===== src/logic/board_config.svh =====
`ifndef BOARD_CONFIG_SVH
`define BOARD_CONFIG_SVH

// Pixel entries in the ingress FIFO, also the credits the core owns after reset
`define PIXEL_FIFO_DEPTH 8

`define STATUS_WIDTH 32

// Command byte that opens a status write on the serial link
`define STATUS_CMD 8'h1e

`define CORE_COLOR_W 4
`define VGA_COLOR_W 6

`endif


===== src/logic/video_pkg.sv =====
package video_pkg;

`include "board_config.svh"

	typedef logic [`CORE_COLOR_W-1:0] core_color_t; // One channel as the core drives it
	typedef logic [`VGA_COLOR_W-1:0]  vga_color_t;

	// Scanline effect from status bits 4:3, the HQ2x code 1 is folded into SL_NONE
	typedef enum logic [1:0] {
		SL_NONE = 2'd0,
		SL_25   = 2'd2,
		SL_50   = 2'd3
	} scanline_mode_t;

endpackage


===== src/logic/ctrl_pkg.sv =====
package ctrl_pkg;

`include "board_config.svh"

	typedef logic [`STATUS_WIDTH-1:0] status_t; // Option bits from the board controller
	typedef logic [7:0]               spi_byte_t;

	// Receiver progress through one frame
	typedef enum logic [1:0] {
		RX_IDLE,
		RX_CMD,
		RX_STATUS,
		RX_IGNORE
	} spi_state_t;

endpackage


===== src/logic/status_spi_rx.sv =====
`timescale 1ns/100ps
`include "board_config.svh"

module status_spi_rx (
	input  logic                      clk_sys,
	input  logic                      arst_n,
	input  logic                      spi_sck,
	input  logic                      spi_ss_n,
	input  logic                      spi_di,
	input  logic [1:0]                buttons,
	output ctrl_pkg::status_t         status,
	output video_pkg::scanline_mode_t scanline_mode,
	output logic                      core_reset_n
);
	import ctrl_pkg::*;
	import video_pkg::*;

	logic [2:0] sck_q; // Two sync stages plus one for edge detection
	logic [2:0] ss_q;
	logic [1:0] di_q;
	logic       sck_rise;
	logic       ss_rise;
	logic       selected;
	logic       byte_done;
	logic [3:0] bit_cnt;
	logic [2:0] byte_cnt;
	spi_state_t state;
	spi_byte_t  rx_byte;
	spi_byte_t  byte_in;
	status_t    shadow;

	always_ff @(posedge clk_sys or negedge arst_n) begin
		if (!arst_n) begin
			sck_q <= '0;
			ss_q  <= '1;
			di_q  <= '0;
		end else begin
			sck_q <= {sck_q[1:0], spi_sck};
			ss_q  <= {ss_q[1:0], spi_ss_n};
			di_q  <= {di_q[0], spi_di};
		end
	end

	assign sck_rise  = sck_q[1] & ~sck_q[2];
	assign ss_rise   = ss_q[1] & ~ss_q[2]; // End of frame
	assign selected  = ~ss_q[1];
	assign byte_in   = {rx_byte[6:0], di_q[1]}; // MSB first
	assign byte_done = selected && sck_rise && bit_cnt == 4'd7;

	always_ff @(posedge clk_sys or negedge arst_n) begin
		if (!arst_n) begin
			state    <= RX_IDLE;
			bit_cnt  <= '0;
			byte_cnt <= '0;
			status   <= '0;
		end else if (!selected) begin
			// Only a frame that delivered all four status bytes gets committed
			if (ss_rise && state == RX_IGNORE && byte_cnt == 3'd4)
				status <= shadow;
			state    <= RX_IDLE;
			bit_cnt  <= '0;
			byte_cnt <= '0;
		end else begin
			if (state == RX_IDLE)
				state <= RX_CMD;
			if (sck_rise)
				bit_cnt <= (bit_cnt == 4'd7) ? 4'd0 : bit_cnt + 4'd1;
			if (byte_done) begin
				case (state)
					RX_IDLE, RX_CMD: begin
						state <= (byte_in == `STATUS_CMD) ? RX_STATUS : RX_IGNORE;
					end
					RX_STATUS: begin
						byte_cnt <= byte_cnt + 3'd1;
						if (byte_cnt == 3'd3)
							state <= RX_IGNORE; // Extra bytes are dropped
					end
					default: state <= RX_IGNORE;
				endcase
			end
		end
	end

	always_ff @(posedge clk_sys) begin
		if (selected && sck_rise)
			rx_byte <= byte_in;
		if (byte_done && state == RX_STATUS)
			shadow[{byte_cnt[1:0], 3'b000} +: 8] <= byte_in; // Least significant byte first
	end

	assign scanline_mode = (status[4:3] == 2'd1) ? SL_NONE : scanline_mode_t'(status[4:3]);
	assign core_reset_n  = ~(status[0] | status[6] | buttons[1]);

	a_bit_cnt_range: assert property (@(posedge clk_sys) disable iff (!arst_n)
		bit_cnt <= 4'd7);

endmodule


===== src/logic/pixel_ingress.sv =====
`timescale 1ns/100ps
`include "board_config.svh"

module pixel_ingress (
	input  logic                   clk_sys,
	input  logic                   arst_n,
	input  logic                   pix_valid,
	input  video_pkg::core_color_t pix_r,
	input  video_pkg::core_color_t pix_g,
	input  video_pkg::core_color_t pix_b,
	input  logic                   pix_hs,
	input  logic                   pix_vs,
	input  logic                   ce_pix,
	output logic                   credit_return,
	output logic                   head_valid,
	output video_pkg::core_color_t head_r,
	output video_pkg::core_color_t head_g,
	output video_pkg::core_color_t head_b,
	output logic                   head_hs,
	output logic                   head_vs
);
	import video_pkg::*;

	localparam int DEPTH   = `PIXEL_FIFO_DEPTH;
	localparam int PTR_W   = $clog2(DEPTH);
	localparam int ENTRY_W = 3 * $bits(core_color_t) + 2; // Three channels plus both syncs

	logic [ENTRY_W-1:0] mem [DEPTH];
	logic [PTR_W-1:0]   wr_ptr;
	logic [PTR_W-1:0]   rd_ptr;
	logic [PTR_W:0]     count;
	logic               full;
	logic               push;
	logic               pop;

	function automatic logic [PTR_W-1:0] next_ptr(input logic [PTR_W-1:0] ptr);
		next_ptr = (ptr == PTR_W'(DEPTH - 1)) ? '0 : ptr + PTR_W'(1);
	endfunction

	assign full       = count == (PTR_W + 1)'(DEPTH);
	assign head_valid = count != '0;
	assign push       = pix_valid && !full;
	assign pop        = ce_pix && head_valid; // One entry leaves per pixel slot

	always_ff @(posedge clk_sys or negedge arst_n) begin
		if (!arst_n) begin
			wr_ptr        <= '0;
			rd_ptr        <= '0;
			count         <= '0;
			credit_return <= 1'b0;
		end else begin
			if (push)
				wr_ptr <= next_ptr(wr_ptr);
			if (pop)
				rd_ptr <= next_ptr(rd_ptr);
			if (push && !pop)
				count <= count + (PTR_W + 1)'(1);
			else if (pop && !push)
				count <= count - (PTR_W + 1)'(1);
			credit_return <= pop; // The freed slot goes back to the core
		end
	end

	always_ff @(posedge clk_sys) begin
		if (push)
			mem[wr_ptr] <= {pix_r, pix_g, pix_b, pix_hs, pix_vs};
	end

	assign {head_r, head_g, head_b, head_hs, head_vs} = mem[rd_ptr];

	// A core that respects its credits never pushes into a full buffer
	a_no_push_when_full: assert property (@(posedge clk_sys) disable iff (!arst_n)
		pix_valid |-> !full);

endmodule


===== src/logic/scanline_mixer.sv =====
`timescale 1ns/100ps
`include "board_config.svh"

module scanline_mixer (
	input  logic                      clk_sys,
	input  logic                      arst_n,
	input  logic                      ce_pix,
	input  video_pkg::scanline_mode_t scanline_mode,
	input  logic                      in_valid,
	input  video_pkg::core_color_t    in_r,
	input  video_pkg::core_color_t    in_g,
	input  video_pkg::core_color_t    in_b,
	input  logic                      in_hs,
	input  logic                      in_vs,
	output logic                      mix_de,
	output video_pkg::vga_color_t     mix_r,
	output video_pkg::vga_color_t     mix_g,
	output video_pkg::vga_color_t     mix_b,
	output logic                      mix_hs,
	output logic                      mix_vs
);
	import video_pkg::*;

	localparam int EXT_W = `VGA_COLOR_W - `CORE_COLOR_W;

	logic take;
	logic line_odd;
	logic line_odd_next;

	// Low bits are repeated so full scale stays full scale
	function automatic vga_color_t widen(input core_color_t c);
		widen = {c, c[EXT_W-1:0]};
	endfunction

	function automatic vga_color_t dim(input vga_color_t c, input scanline_mode_t m,
			input logic odd);
		dim = c;
		if (odd) begin
			case (m)
				SL_25:   dim = c - (c >> 2);
				SL_50:   dim = c >> 1;
				default: dim = c;
			endcase
		end
	endfunction

	assign take = ce_pix && in_valid;

	// mix_hs and mix_vs hold the sync bits of the previous pixel
	always_comb begin
		line_odd_next = line_odd;
		if (in_vs && !mix_vs)
			line_odd_next = 1'b0; // New frame starts on an even line
		else if (in_hs && !mix_hs)
			line_odd_next = ~line_odd;
	end

	always_ff @(posedge clk_sys or negedge arst_n) begin
		if (!arst_n) begin
			line_odd <= 1'b0;
			mix_de   <= 1'b0;
			mix_hs   <= 1'b0;
			mix_vs   <= 1'b0;
		end else if (ce_pix) begin
			mix_de <= in_valid;
			if (in_valid) begin
				line_odd <= line_odd_next;
				mix_hs   <= in_hs;
				mix_vs   <= in_vs;
			end
		end
	end

	always_ff @(posedge clk_sys) begin
		if (take) begin
			mix_r <= dim(widen(in_r), scanline_mode, line_odd_next);
			mix_g <= dim(widen(in_g), scanline_mode, line_odd_next);
			mix_b <= dim(widen(in_b), scanline_mode, line_odd_next);
		end
	end

endmodule


===== src/logic/vga_egress.sv =====
`timescale 1ns/100ps

module vga_egress (
	input  logic                  clk_sys,
	input  logic                  arst_n,
	input  logic                  ce_pix,
	input  logic                  mix_de,
	input  video_pkg::vga_color_t mix_r,
	input  video_pkg::vga_color_t mix_g,
	input  video_pkg::vga_color_t mix_b,
	input  logic                  mix_hs,
	input  logic                  mix_vs,
	output video_pkg::vga_color_t vga_r,
	output video_pkg::vga_color_t vga_g,
	output video_pkg::vga_color_t vga_b,
	output logic                  vga_hs,
	output logic                  vga_vs,
	output logic                  vga_de,
	output logic                  underflow
);
	logic seen_pixel; // Underflow only counts once the stream has started

	always_ff @(posedge clk_sys or negedge arst_n) begin
		if (!arst_n) begin
			vga_r      <= '0;
			vga_g      <= '0;
			vga_b      <= '0;
			vga_hs     <= 1'b0;
			vga_vs     <= 1'b0;
			vga_de     <= 1'b0;
			seen_pixel <= 1'b0;
			underflow  <= 1'b0;
		end else if (ce_pix) begin
			vga_de <= mix_de;
			if (mix_de) begin
				vga_r      <= mix_r;
				vga_g      <= mix_g;
				vga_b      <= mix_b;
				vga_hs     <= mix_hs;
				vga_vs     <= mix_vs;
				seen_pixel <= 1'b1;
			end else begin
				// Black with the sync levels left where they were
				vga_r <= '0;
				vga_g <= '0;
				vga_b <= '0;
				if (seen_pixel)
					underflow <= 1'b1;
			end
		end
	end

endmodule


===== src/logic/video_mist_top.sv =====
`timescale 1ns/100ps

module video_mist_top (
	input  logic                      clk_sys,
	input  logic                      arst_n,
	input  logic                      ce_pix,
	input  logic                      pix_valid,
	input  video_pkg::core_color_t    pix_r,
	input  video_pkg::core_color_t    pix_g,
	input  video_pkg::core_color_t    pix_b,
	input  logic                      pix_hs,
	input  logic                      pix_vs,
	output logic                      credit_return,
	input  logic                      spi_sck,
	input  logic                      spi_ss_n,
	input  logic                      spi_di,
	input  logic [1:0]                buttons,
	output ctrl_pkg::status_t         status,
	output logic                      core_reset_n,
	output video_pkg::vga_color_t     vga_r,
	output video_pkg::vga_color_t     vga_g,
	output video_pkg::vga_color_t     vga_b,
	output logic                      vga_hs,
	output logic                      vga_vs,
	output logic                      vga_de,
	output logic                      underflow
);
	import video_pkg::*;

	scanline_mode_t scanline_mode;
	logic           head_valid;
	core_color_t    head_r;
	core_color_t    head_g;
	core_color_t    head_b;
	logic           head_hs;
	logic           head_vs;
	logic           mix_de;
	vga_color_t     mix_r;
	vga_color_t     mix_g;
	vga_color_t     mix_b;
	logic           mix_hs;
	logic           mix_vs;

	status_spi_rx status_spi_rx (.*);

	pixel_ingress pixel_ingress (.*);

	scanline_mixer scanline_mixer (
		.clk_sys       (clk_sys),
		.arst_n        (arst_n),
		.ce_pix        (ce_pix),
		.scanline_mode (scanline_mode),
		.in_valid      (head_valid),
		.in_r          (head_r),
		.in_g          (head_g),
		.in_b          (head_b),
		.in_hs         (head_hs),
		.in_vs         (head_vs),
		.mix_de        (mix_de),
		.mix_r         (mix_r),
		.mix_g         (mix_g),
		.mix_b         (mix_b),
		.mix_hs        (mix_hs),
		.mix_vs        (mix_vs)
	);

	vga_egress vga_egress (.*);

endmodule


===== config.mk =====
export PLATFORM = sky130hd
export DESIGN_NAME = video_mist_top
export DESIGN_NICKNAME = d
export VERILOG_FILES = /design/src/logic/video_pkg.sv /design/src/logic/ctrl_pkg.sv /design/src/logic/status_spi_rx.sv /design/src/logic/pixel_ingress.sv /design/src/logic/scanline_mixer.sv /design/src/logic/vga_egress.sv /design/src/logic/video_mist_top.sv
export VERILOG_INCLUDE_DIRS = /design/src /design/src/logic
export SDC_FILE = /design/constraint.sdc
export NUM_CORES = 1
export LEC_CHECK = 0
export BUFFER_PORTS_ARGS = -buffer_cell sky130_fd_sc_hd__buf_2
export CORE_ASPECT_RATIO = 0.75
export CORE_MARGIN = 3
export CORE_UTILIZATION = 45
export CTS_BUF_LIST = sky130_fd_sc_hd__clkbuf_8
export DETAILED_ROUTE_END_ITERATION = 10
export SLEW_MARGIN = 5
export SYNTH_ARGS = -nofsm -noshare
export SYNTH_HDL_FRONTEND = slang
export SYNTH_SLANG_ARGS = --single-unit

===== constraint.sdc =====
create_clock -name clk_sys -period 5.9 [get_ports clk_sys]
set_input_delay 0.295 -clock clk_sys [delete_from_list [all_inputs] [get_ports clk_sys]]
set_output_delay 0.295 -clock clk_sys [all_outputs]
set_load 0.05 [all_outputs]

==> results of run 1 <==
[cell families after synthesis]
family | count (synthesis)
flops | 256
simple gates | 166
compound gates | 87
mux | 81
buf+inv | 66
fa+ha+maj | 24
xor+xnor | 8
[what timing repair did]
item,4_1_cts,5_1_grt
endpoints found under the hold margin,186,0
hold buffers,18,0
setup endpoints to repair,0,0
resized for setup,0,0
[worst max-delay path: stages (launching register included)]
cell and delay, ns:
sky130_fd_sc_hd__dfrtp_1 0.92, sky130_fd_sc_hd__buf_4 0.43, sky130_fd_sc_hd__mux4_2 0.57, sky130_fd_sc_hd__mux2i_4 0.28, sky130_fd_sc_hd__mux2i_2 0.56, sky130_fd_sc_hd__nor3_1 0.11, sky130_fd_sc_hd__or4_1 0.53
[stage by stage]
step                instances  total power, W  setup WS (ns)  cell area, sq um   util
floorplan                 688         0.00374           2.71             10500      -
global placement         1041         0.00410           2.24             11200  0.499
detailed placement       1041         0.00419           2.22             11200  0.499
CTS                      1132         0.00562           2.19             12200  0.540
global route             1132         0.00591           1.95             12200  0.540
finish                   1132         0.00556           2.23             12200  0.540
[how the worst min path moves through the flow]
| stage | slack (ns) | from | depth (start not counted) | end |
|---|---|---|---|---|
| 6_report | 0.10 | pix_valid | 4 | pixel_ingress.wr_ptr[2] |
| 5_1_grt | 0.12 | pix_valid | 3 | pixel_ingress.wr_ptr[1] |
| 4_1_cts | 0.08 | pix_valid | 4 | pixel_ingress.wr_ptr[2] |
| 3_5_place_dp | 0.34 | status_spi_rx.di_q[0] | 0 | status_spi_rx.di_q[1] |
| 3_3_place_gp | 0.34 | status_spi_rx.di_q[0] | 0 | status_spi_rx.di_q[1] |
| 2_1_floorplan | -0.0006 | arst_n | 0 | pixel_ingress.count[0] |
[power groups by stage]
stage	Clock, W	Sequential (W)	Combinational (W)
2_1_floorplan	0	0.00256	0.00118
3_3_place_gp	0	0.00243	0.00167
3_5_place_dp	0	0.00245	0.00174
4_1_cts	0.00144	0.00242	0.00176
5_1_grt	0.00152	0.00245	0.00194
6_report	0.00139	0.00241	0.00176
[synthesized netlist by cell type (2+ instances only)]
| master | n |
|---|---|
| sky130_fd_sc_hd__edfxtp_1 | 169 |
| sky130_fd_sc_hd__inv_1 | 41 |
| sky130_fd_sc_hd__a211oi_1 | 2 |
| sky130_fd_sc_hd__a21o_1 | 4 |
| sky130_fd_sc_hd__dfstp_2 | 3 |
| sky130_fd_sc_hd__or3_1 | 2 |
| sky130_fd_sc_hd__mux4_2 | 25 |
| sky130_fd_sc_hd__nor2b_1 | 2 |
| sky130_fd_sc_hd__nor3b_1 | 4 |
| sky130_fd_sc_hd__nand4_1 | 2 |
| sky130_fd_sc_hd__ha_1 | 23 |
| sky130_fd_sc_hd__mux2_2 | 41 |
| sky130_fd_sc_hd__buf_4 | 3 |
| sky130_fd_sc_hd__a21oi_1 | 20 |
| sky130_fd_sc_hd__dfrtp_1 | 84 |
| sky130_fd_sc_hd__clkbuf_1 | 13 |
| sky130_fd_sc_hd__o31ai_1 | 4 |
| sky130_fd_sc_hd__nand2_1 | 38 |
| sky130_fd_sc_hd__o22ai_1 | 4 |
| sky130_fd_sc_hd__and2_1 | 36 |
| sky130_fd_sc_hd__xnor2_1 | 3 |
| sky130_fd_sc_hd__o21ai_0 | 41 |
| sky130_fd_sc_hd__or4_1 | 2 |
| sky130_fd_sc_hd__mux2i_1 | 11 |
| sky130_fd_sc_hd__xor2_1 | 5 |
| sky130_fd_sc_hd__nor3_1 | 12 |
| sky130_fd_sc_hd__nand3_1 | 28 |
| sky130_fd_sc_hd__o311ai_1 | 2 |
| sky130_fd_sc_hd__nor4_1 | 4 |
| sky130_fd_sc_hd__buf_2 | 6 |
| sky130_fd_sc_hd__nand2b_1 | 14 |
| sky130_fd_sc_hd__buf_1 | 2 |
| sky130_fd_sc_hd__o21a_1 | 3 |
| sky130_fd_sc_hd__nor2_1 | 19 |
[metal layers]
layer / global-route usage / up-vias
met4: 0.0549 / 0
met2: 0.232 / 176
li1: - / 2792
met5: 0 / -
met3: 0.0360 / 33
met1: 0.233 / 2897
[layout make-up]
type / count / area (sq um)
Clock buffer: 43 / 592
Inverter: 41 / 154
Tap cell: 294 / 368
Fill cell: 1848 / 10400
Multi-Input combinational cell: 366 / 3020
Timing Repair Buffer: 102 / 621
Clock inverter: 30 / 160
Sequential cell: 256 / 7260
[sequential cells by signal (all words and copies together) (netlist names), 7 cells and up]
name and cells:
status_spi_rx.shadow 32, status_spi_rx.rx_byte 7, status_spi_rx.status 32, pixel_ingress.mem 112
==> qor_table.md, run 1 <==
| Metric | Reported | Unit |
|---|---|---|
| Status | completed | - |
| Port bufs | 77 | - |
| CTS Buffer Depth | 3 | - |
| Net switching share of the total power | 0.344 | - |
| Clock tree from TritonCTS | yes | - |
| Top fanout value on the critical path | 17 | - |
| Routed length per instance | 17.5 | microns |
| Setup_tns | 0 | ns |
| I/O pin count | 79 | - |
| Dominant synthesized flop cell | sky130_fd_sc_hd__edfxtp_1 | - |
| Post-DR vias/cell | 5.21 | - |
| Count of flip-flops with a built-in enable after synthesis | 169 | - |
| Period minus WS final | 3.67 | ns |
| Global-route wire length before repair | 32000 | microns |
| Achievable frequency | 272 | MHz |
| Total Die Area | 25200 | sq um |
| Sink Count | 256 | - |
| Routed length on met2 | 8720 | microns |
| Power density normalized to cell area | 457 | nW/um^2 |
| Detailed route wirelength on metal3 | 1090 | microns |
| Internal power summed over all cells | 0.00364 | W |
| Switching pwr | 0.00191 | W |
| Simple-gate share of the synthesized area | 0.0818 | - |
| Share of flip-flops with an asynchronous set or reset | 0.340 | - |
| Top sig layer | met4 | - |
| Antenna diode instance count | 0 | - |
| Count of synthesis-stage warnings from yosys | 0 | - |
| Total count of hold-check failures in the final report | 0 | - |
| Dominant combinational cell family by area after synthesis | multiplexers | - |
| Leakage component of the power | 4.84 | nW |
| Unrepaired setup endpoints after global routing | false | - |
| Total of flip-flops plus latches after synthesis | 256 | - |
| Count of nets after finishing | 854 | - |
| Reg2reg start | pixel_ingress.rd_ptr[0] | - |
| Portion of the post-synthesis area used by sequential elements | 0.691 | - |
| Final max-slew violation count | 0 | - |
| Worst Path Required | 6.17 | ns |
| Core ar. | 22500 | sq um |
| CTS clock-pin slew for the worst setup and hold paths | 0.06 | ns |
| Total half-perimeter wirelength after legalization and detailed placement | 12800 | microns |
| Library cell with the largest summed area after synthesis | sky130_fd_sc_hd__edfxtp_1 | - |
| Die Width | 182 | microns |
| Min Hold Slack | 0.105 | ns |
| DR vias | 5898 | - |
| Proportion of power drawn by combinational gates | 0.316 | - |
| Grt ovf | 0 | - |
| Critical path class | reg2reg | - |
| Most common cell after layout, fill and taps aside | sky130_fd_sc_hd__edfxtp_1 | - |
| Combined area of all synthesized cells | 10500 | sq um |
| Initial antenna violation count | 0 | - |
| Number of different library cells in the post-synthesis netlist | 50 | - |
| Fraction of the cycle the final worst path needs | 0.622 | - |
| Slew margin rel. | 0.284 | - |
| Kind of capture point of the worst setup path | flop | - |
| Endpoint of the most critical register-to-register path | scanline_mixer.mix_b[4] | - |
| Fraction of synthesized area in multiplexers | 0.115 | - |
| Portion of total power attributed to the clock network | 0.250 | - |
| Slew at the pin with the worst max-slew slack | 1.07 | ns |
| Launch point of the critical path | pixel_ingress.rd_ptr[0] | - |
| Syn_nets | 735 | - |
| Standard-cell row count | 47 | - |
| Global routing usage summed across all routing layers | 0.158 | - |
| GP Congestion | 0.856 | - |
| Number of cells produced by synthesis | 688 | - |
| Relative contribution of sequential cells to total power | 0.434 | - |
| Skew-Pair Late Insertion Delay | 0.55 | ns |
| DRC Markers | 0 | - |
| Number of post-CTS setup repair buffers | 0 | - |
| Share of layout cells above drive strength 1 | 0.263 | - |
| Effective utilization at floorplan | 0.466 | - |
| Critical path startpoint category | flop | - |
| Logic depth of the worst register-to-register path | 6 | - |
| Height of the die | 138 | microns |
| Clock tree skew after final layout | 0.0219 | ns |
| Number of antenna-violating nets in the routed design | 0 | - |
| DRT Wirelength | 19800 | microns |
| First-pass detailed-route iteration total | 4 | - |
| Number of DRC markers after the initial detailed-route iteration | 359 | - |
| Pin count of the biggest net entering global routing | 88 | - |
| Worst setup slack for register-to-register paths | 2.23 | ns |
| Share of the synthesized area in compound gates (AO/OA/AOI/OAI) | 0.0500 | - |
| CTS Buf Count | 40 | - |
| Top post-synthesis cells by area | sky130_fd_sc_hd__edfxtp_1 48%, sky130_fd_sc_hd__dfrtp_1 20%, sky130_fd_sc_hd__mux4_2 5.4% | - |
| Critical path data arrival time | 3.94 | ns |
| CP endpoint | scanline_mixer.mix_b[4] | - |
| Number of H-tree branching levels | 2 | - |
| Top-area cell type share of the netlist area | 0.483 | - |
| Post-synthesis area per instance | 15.3 | sq um |
| Post-Synth XOR/XNOR Area | 0.00667 | - |
| Max capacitance violation total | 0 | - |
| Root buffer cell | sky130_fd_sc_hd__clkbuf_8 | - |
| Final setup violation count | 0 | - |
| Fraction of the mapped netlist area in adder cells | 0.0293 | - |
| Top library cells by usage in the layout, fill and taps aside | 169 x sky130_fd_sc_hd__edfxtp_1, 84 x sky130_fd_sc_hd__dfrtp_1, 76 x sky130_fd_sc_hd__buf_2 | - |
| Met1 WL | 9610 | microns |
| Worst VDD drop | 0.206 | mV |
| Number of global-route vias before repair | 6055 | - |
| Tightest Hold Check Type | in2reg | - |
| Syn-to-layout area delta | 15.8 | % |
(Power assumes the default switching activity.)
==> run 2, diff against run 1 <==
Clock period 5.9 ns to 3.6 ns, I/O delays scaled along.
==> run 2 against run 1 <==
Setup slack got worse by 1.9 ns. Clock power rose by 70%. Sequential cell count did not move. Final area rose by 0.96%. Sequential power rose by 64%. Core utilization rose by 0.52 points. Clock-buffer cell count rose by 5. Maximum frequency rose by 12%. Die area did not move. Global-route usage rose by 0.83 points. Wire length rose by 3.7%. Critical path type unchanged. Largest power group unchanged.
==> qor_table.md, run 2 (synthesized netlist as in run 1, its figures left out) <==
| Metric | Reported | Unit | vs previous |
|---|---|---|---|
| Critical path startpoint category | flop | - |  |
| Root buffer cell | sky130_fd_sc_hd__clkbuf_8 | - |  |
| Status | completed | - |  |
| DRT Wirelength | 20500 | microns | +3.7% |
| Global routing usage summed across all routing layers | 0.166 | - | +0.00825 |
| Logic depth of the worst register-to-register path | 10 | - | +4 |
| Skew-Pair Late Insertion Delay | 0.53 | ns | -0.02 ns |
| Clock tree from TritonCTS | yes | - |  |
| Most flops, register | pixel_ingress.mem | - |  |
| Fraction of the cycle the final worst path needs | 0.909 | - | +0.287 |
| Routed length per instance | 18.0 | microns | +3.2% |
| Reg2reg start | pixel_ingress.rd_ptr[1] | - |  |
| Start point of the worst min-delay path | pix_valid | - |  |
| Final setup violation count | 0 | - | unchanged |
| Area of the multi-input gates | 3030 | sq um | +0.21% |
| Worst hold stages | 4 | - | unchanged |
| Sequential cell area | 7260 | sq um | unchanged |
| Number of antenna-violating nets in the routed design | 0 | - | unchanged |
| Setup_tns | 0 | ns | unchanged |
| CTS Buffer Depth | 3 | - | unchanged |
| Post-DR vias/cell | 5.28 | - | +1.3% |
| Worst hold path endpoint | pixel_ingress.wr_ptr[2] | - |  |
| Total Die Area | 25200 | sq um | unchanged |
| Unrepaired setup endpoints after global routing | false | - |  |
| DR vias | 6007 | - | +1.8% |
| Largest register FFs | 112 | - | unchanged |
| Antenna diode instance count | 0 | - | unchanged |
| Min Hold Slack | 0.0308 | ns | -0.0738 ns |
| Number of H-tree branching levels | 2 | - | unchanged |
| Leakage component of the power | 4.88 | nW | +0.87% |
| Sink Count | 256 | - | unchanged |
| Top library cells by usage in the layout, fill and taps aside | 169 x sky130_fd_sc_hd__edfxtp_1, 84 x sky130_fd_sc_hd__dfrtp_1, 76 x sky130_fd_sc_hd__buf_2 | - |  |
| Critical path data arrival time | 3.63 | ns | -0.31 ns |
| First-pass detailed-route iteration total | 5 | - | +1 |
| Standard-cell row count | 47 | - | unchanged |
| Number of global-route vias before repair | 6334 | - | +4.6% |
| Total count of hold-check failures in the final report | 0 | - | unchanged |
| Port bufs | 77 | - | unchanged |
| Achievable frequency | 306 | MHz | +12% |
| Max capacitance violation total | 0 | - | unchanged |
| Slew at the pin with the worst max-slew slack | 1.10 | ns | +0.0211 ns |
| Kind of capture point of the worst setup path | flop | - |  |
| Core ar. | 22500 | sq um | unchanged |
| GP Congestion | 0.838 | - | -2.1% |
| CTS clock-pin slew for the worst setup and hold paths | 0.06 | ns | about the same |
| Endpoint of the most critical register-to-register path | scanline_mixer.mix_b[5] | - |  |
| Number of DRC markers after the initial detailed-route iteration | 428 | - | +19% |
| Most common cell after layout, fill and taps aside | sky130_fd_sc_hd__edfxtp_1 | - |  |
| Worst VDD drop | 0.348 | mV | +69% |
| Critical path class | reg2reg | - |  |
| Period minus WS final | 3.27 | ns | -0.398 ns |
| I/O pin count | 79 | - | unchanged |
| Global-route wire length before repair | 33300 | microns | +4.1% |
| Slew margin rel. | 0.270 | - | -0.0141 |
| Pin count of the biggest net entering global routing | 88 | - | unchanged |
| Fillers | 1809 | - | -2.1% |
| Worst setup slack for register-to-register paths | 0.33 | ns | -1.90 ns |
| Power density normalized to cell area | 758 | nW/um^2 | +66% |
| Share of layout cells above drive strength 1 | 0.275 | - | +0.0124 |
| Number of post-CTS setup repair buffers | 0 | - | unchanged |
| Final max-slew violation count | 0 | - | unchanged |
| Top fanout value on the critical path | 18 | - | +1 |
| Count of nets after finishing | 862 | - | +0.94% |
| Number of hold buffers added after CTS | 18 | - | unchanged |
| CTS Buf Count | 40 | - | unchanged |
| Tightest Hold Check Type | in2reg | - |  |
| DRC Markers | 0 | - | unchanged |
| Initial antenna violation count | 0 | - | unchanged |
| Syn-to-layout area delta | 16.9 | % |  |
| Grt ovf | 0 | - | unchanged |
| Worst Path Required | 3.96 | ns | -2.21 ns |
| Effective utilization at floorplan | 0.466 | - | unchanged |
| Number of resized instances in the post-cts repair step | 0 | - | unchanged |
| Total half-perimeter wirelength after legalization and detailed placement | 13700 | microns | +6.6% |
| Height of the die | 138 | microns | unchanged |
| Clock tree skew after final layout | 0.0145 | ns | -0.00744 ns |
| Die Width | 182 | microns | unchanged |
run 2: cell count changes in the layout (fill, tap and decap cells not counted), sizes merged:
cell,delta
clkbuf,+5
clkinvlp,+1
inv,-6
clkinv,-2
buf,+8
run 2: worst max path at each step:
stage	to	startpoint	slack (ns)
floorplan	scanline_mixer.mix_b[4]	pixel_ingress.rd_ptr[0]	0.41
CTS	scanline_mixer.mix_b[5]	pixel_ingress.rd_ptr[1]	0.33
detailed placement	scanline_mixer.mix_b[5]	pixel_ingress.rd_ptr[1]	0.34
finish	scanline_mixer.mix_b[5]	pixel_ingress.rd_ptr[1]	0.33
global placement	scanline_mixer.mix_b[4]	pixel_ingress.rd_ptr[1]	0.38
global route	scanline_mixer.mix_b[5]	pixel_ingress.rd_ptr[1]	0.11
run 2: layout make-up:
type                       instances  share of cell area
sequential                       256               0.591
timing repair buffer             110              0.0564
clock inverter                    23              0.0105
multi-input combinational        366               0.246
clock buffer                      48              0.0538
tap                              294              0.0299
inverter                          41              0.0125
run 2: report_power, final:
part | switching [W] | internal [W] | leakage, nW | total, W
clock network | 0.00108 | 0.00128 | 0.450 | 0.00236
registers | 0.000295 | 0.00367 | 2.62 | 0.00396
logic | 0.00179 | 0.00120 | 1.81 | 0.00299
run 2: routing by layer:
| metal | vias to the layer above | track usage | share of wire |
|---|---|---|---|
| li1 | 2814 | - | - |
| met1 | 2978 | 0.237 | 0.46 |
| met2 | 177 | 0.258 | 0.46 |
| met3 | 38 | 0.0365 | 0.054 |
| met4 | 0 | 0.0521 | 0.018 |
| met5 | - | 0 | 0 |
run 2: worst max-delay path, cell delays in order (launching register included):
cell and delay, ns:
sky130_fd_sc_hd__dfrtp_1 0.94, sky130_fd_sc_hd__buf_4 0.28, sky130_fd_sc_hd__mux4_2 0.31, sky130_fd_sc_hd__mux2_2 0.36
sky130_fd_sc_hd__inv_1 0.09, sky130_fd_sc_hd__ha_1 0.25, sky130_fd_sc_hd__o21a_1 0.12, sky130_fd_sc_hd__nor2_1 0.18
sky130_fd_sc_hd__nand2_1 0.10, sky130_fd_sc_hd__or3_1 0.31, sky130_fd_sc_hd__o221ai_1 0.17
run 2: per-stage QoR:
| stage | area, sq um | total power [W] | utilization | cells | worst slack [ns] |
|---|---|---|---|---|---|
| finish | 12300 | 0.00932 | 0.545 | 1138 | 0.328 |
| global route | 12300 | 0.00990 | 0.545 | 1138 | 0.112 |
| CTS | 12300 | 0.00940 | 0.545 | 1138 | 0.329 |
| detailed placement | 11300 | 0.00699 | 0.502 | 1049 | 0.336 |
| global placement | 11300 | 0.00683 | 0.502 | 1049 | 0.379 |
| floorplan | 10500 | 0.00613 | - | 688 | 0.406 |
==> run 3, diff against run 2 <==
Settings changed: GPL_TIMING_DRIVEN set to 0.
==> run 3 against run 2 <==
Clock power decreased by 11%. Sequential cell count unchanged. Final area increased by 0.12%. Clock skew increased by 0.0061 ns. Register-to-register slack got worse by 0.11 ns. Combinational power increased by 2%. First-iteration DRC count increased by 20%. Non-clock buffer count increased by 17. Via count increased by 1.5%. Largest cell class unchanged. Largest power group unchanged.
==> qor_table.md, run 3 (synthesized netlist as in run 1, its figures left out) <==
| Metric | Reported | Unit | vs previous |
|---|---|---|---|
| Status | completed | - |  |
| Root buffer cell | sky130_fd_sc_hd__clkbuf_8 | - |  |
| Critical path startpoint category | flop | - |  |
| Critical path class | reg2reg | - |  |
| Number of DRC markers after the initial detailed-route iteration | 512 | - | +20% |
| CTS Buffer Depth | 3 | - | unchanged |
| Final Power | 0.00907 | W | -2.7% |
| Share of layout cells above drive strength 1 | 0.262 | - | -0.0126 |
| Routed length per instance | 18.0 | microns | -0.32% |
| Effective utilization at floorplan | 0.466 | - | unchanged |
| Skew-Pair Late Insertion Delay | 0.53 | ns | about the same |
| Fraction of the cycle the final worst path needs | 0.941 | - | +0.0318 |
| Pin count of the biggest net entering global routing | 45 | - | -49% |
| Port bufs | 77 | - | unchanged |
| Sequential cell area | 7260 | sq um | unchanged |
| Period minus WS final | 3.39 | ns | +0.114 ns |
| CTS Buf Count | 39 | - | -2.5% |
| Total Die Area | 25200 | sq um | unchanged |
| Total count of hold-check failures in the final report | 0 | - | unchanged |
| Max capacitance violation total | 0 | - | unchanged |
| Clock tree from TritonCTS | yes | - |  |
| Final max-slew violation count | 0 | - | unchanged |
| Slew at the pin with the worst max-slew slack | 0.901 | ns | -0.194 ns |
| Worst VDD drop | 0.274 | mV | -21% |
| Clock tree skew after final layout | 0.0205 | ns | +0.00608 ns |
| Sink Count | 256 | - | unchanged |
| Most flops, register | pixel_ingress.mem | - |  |
| Design Area, Final | 12300 | sq um | +0.12% |
| Worst Path Required | 3.96 | ns | about the same |
| Most common cell after layout, fill and taps aside | sky130_fd_sc_hd__edfxtp_1 | - |  |
| Global routing usage summed across all routing layers | 0.167 | - | +0.00139 |
| Grt ovf | 0 | - | unchanged |
| Standard-cell row count | 47 | - | unchanged |
| Power density normalized to cell area | 737 | nW/um^2 | -2.8% |
| Syn-to-layout area delta | 17.1 | % |  |
| DR vias | 6095 | - | +1.5% |
| First-pass detailed-route iteration total | 5 | - | unchanged |
| Number of global-route vias before repair | 6413 | - | +1.2% |
| Antenna diode instance count | 0 | - | unchanged |
| Instance area after placement | 11400 | sq um | +0.97% |
| Leakage component of the power | 4.89 | nW | +0.23% |
| Final setup violation count | 0 | - | unchanged |
| Min Hold Slack | 0.0461 | ns | +0.0154 ns |
| CTS clock-pin slew for the worst setup and hold paths | 0.06 | ns | about the same |
| Die Width | 182 | microns | unchanged |
| Slew margin rel. | 0.398 | - | +0.128 |
| Count of nets after finishing | 878 | - | +1.9% |
| Top library cells by usage in the layout, fill and taps aside | 169 x sky130_fd_sc_hd__edfxtp_1, 84 x sky130_fd_sc_hd__dfrtp_1, 79 x sky130_fd_sc_hd__buf_2 | - |  |
| Total half-perimeter wirelength after legalization and detailed placement | 14700 | microns | +7.5% |
| Post-DR vias/cell | 5.29 | - | +0.23% |
| Global-route wire length before repair | 33700 | microns | +1.2% |
| Achievable frequency | 295 | MHz | -3.4% |
| Critical path data arrival time | 3.75 | ns | +0.12 ns |
| DRC Markers | 0 | - | unchanged |
| GP Congestion | 0.893 | - | +6.5% |
| Number of antenna-violating nets in the routed design | 0 | - | unchanged |
| Initial antenna violation count | 0 | - | unchanged |
| Top fanout value on the critical path | 10 | - | -8 |
| Unrepaired setup endpoints after global routing | false | - |  |
| Largest register FFs | 112 | - | unchanged |
| Number of H-tree branching levels | 2 | - | unchanged |
| DRT Wirelength | 20700 | microns | +0.91% |
| Core ar. | 22500 | sq um | unchanged |
| Tightest Hold Check Type | in2reg | - |  |
| Height of the die | 138 | microns | unchanged |
| Area of the multi-input gates | 3010 | sq um | -0.50% |
| Fillers | 1834 | - | +1.4% |
| Kind of capture point of the worst setup path | flop | - |  |
| I/O pin count | 79 | - | unchanged |
-- run 3: layout make-up --
type	count	area share
clock buffer	42	0.0470
clock inverter	26	0.00895
tap	294	0.0299
multi-input combinational	366	0.245
timing repair buffer	104	0.0576
buffer	23	0.00946
inverter	41	0.0125
sequential	256	0.590
-- run 3: per-layer routing --
layer / GRT usage / wire (microns) / vias up
met5: 0 / 0 / -
met4: 0.0501 / 330 / 0
met3: 0.0407 / 1380 / 33
met2: 0.256 / 9380 / 197
met1: 0.241 / 9620 / 3029
li1: - / - / 2836
-- run 3: metrics by stage --
stage | TNS [ns] | instances | util | setup slack [ns]
2_1_floorplan | 0 | 688 | - | 0.406
3_3_place_gp | -0.0458 | 1059 | 0.500 | -0.0458
3_5_place_dp | -0.143 | 1068 | 0.507 | -0.0980
4_1_cts | 0 | 1153 | 0.546 | 0.0964
5_1_grt | 0 | 1152 | 0.546 | 0.0130
6_report | 0 | 1152 | 0.546 | 0.213
-- run 3: timing repair --
item	4_1_cts	5_1_grt
setup buffers	0	0
hold buffers	18	0
hold endpoints to repair	158	0
setup endpoints to repair	2	2
gates resized for setup	1	3
-- run 3: worst paths after layout --
path / to / cells after the start / startpoint / slack, ns
setup / recovery: scanline_mixer.mix_b[5] / 9 / pixel_ingress.rd_ptr[2] / 0.21
hold / removal: pixel_ingress.wr_ptr[2] / 4 / pix_valid / 0.05
setup reg to reg: scanline_mixer.mix_b[5] / 9 / pixel_ingress.rd_ptr[2] / 0.21
hold reg to reg: status_spi_rx.di_q[1] / 0 / status_spi_rx.di_q[0] / 0.36
max in group asynchronous: status_spi_rx.ss_q[0] / 3 / arst_n / 2.70
min in group asynchronous: status_spi_rx.status[15] / 2 / arst_n / 0.19
-- run 3: power by group --
| part | total (W) | internal, W | switching, W |
|---|---|---|---|
| clock network | 0.00211 | 0.00108 | 0.00104 |
| registers | 0.00389 | 0.00367 | 0.000224 |
| logic | 0.00306 | 0.00119 | 0.00187 |
-- run 3: worst max-delay path, cell delays in order (launching register included) --
cell	delay, ns
sky130_fd_sc_hd__dfrtp_1	0.45
sky130_fd_sc_hd__buf_2	0.31
sky130_fd_sc_hd__buf_1	0.67
sky130_fd_sc_hd__mux2_2	0.49
sky130_fd_sc_hd__ha_1	0.32
sky130_fd_sc_hd__o21a_1	0.18
sky130_fd_sc_hd__nor2_1	0.21
sky130_fd_sc_hd__nand2_1	0.10
sky130_fd_sc_hd__or3_1	0.33
sky130_fd_sc_hd__o221ai_1	0.17
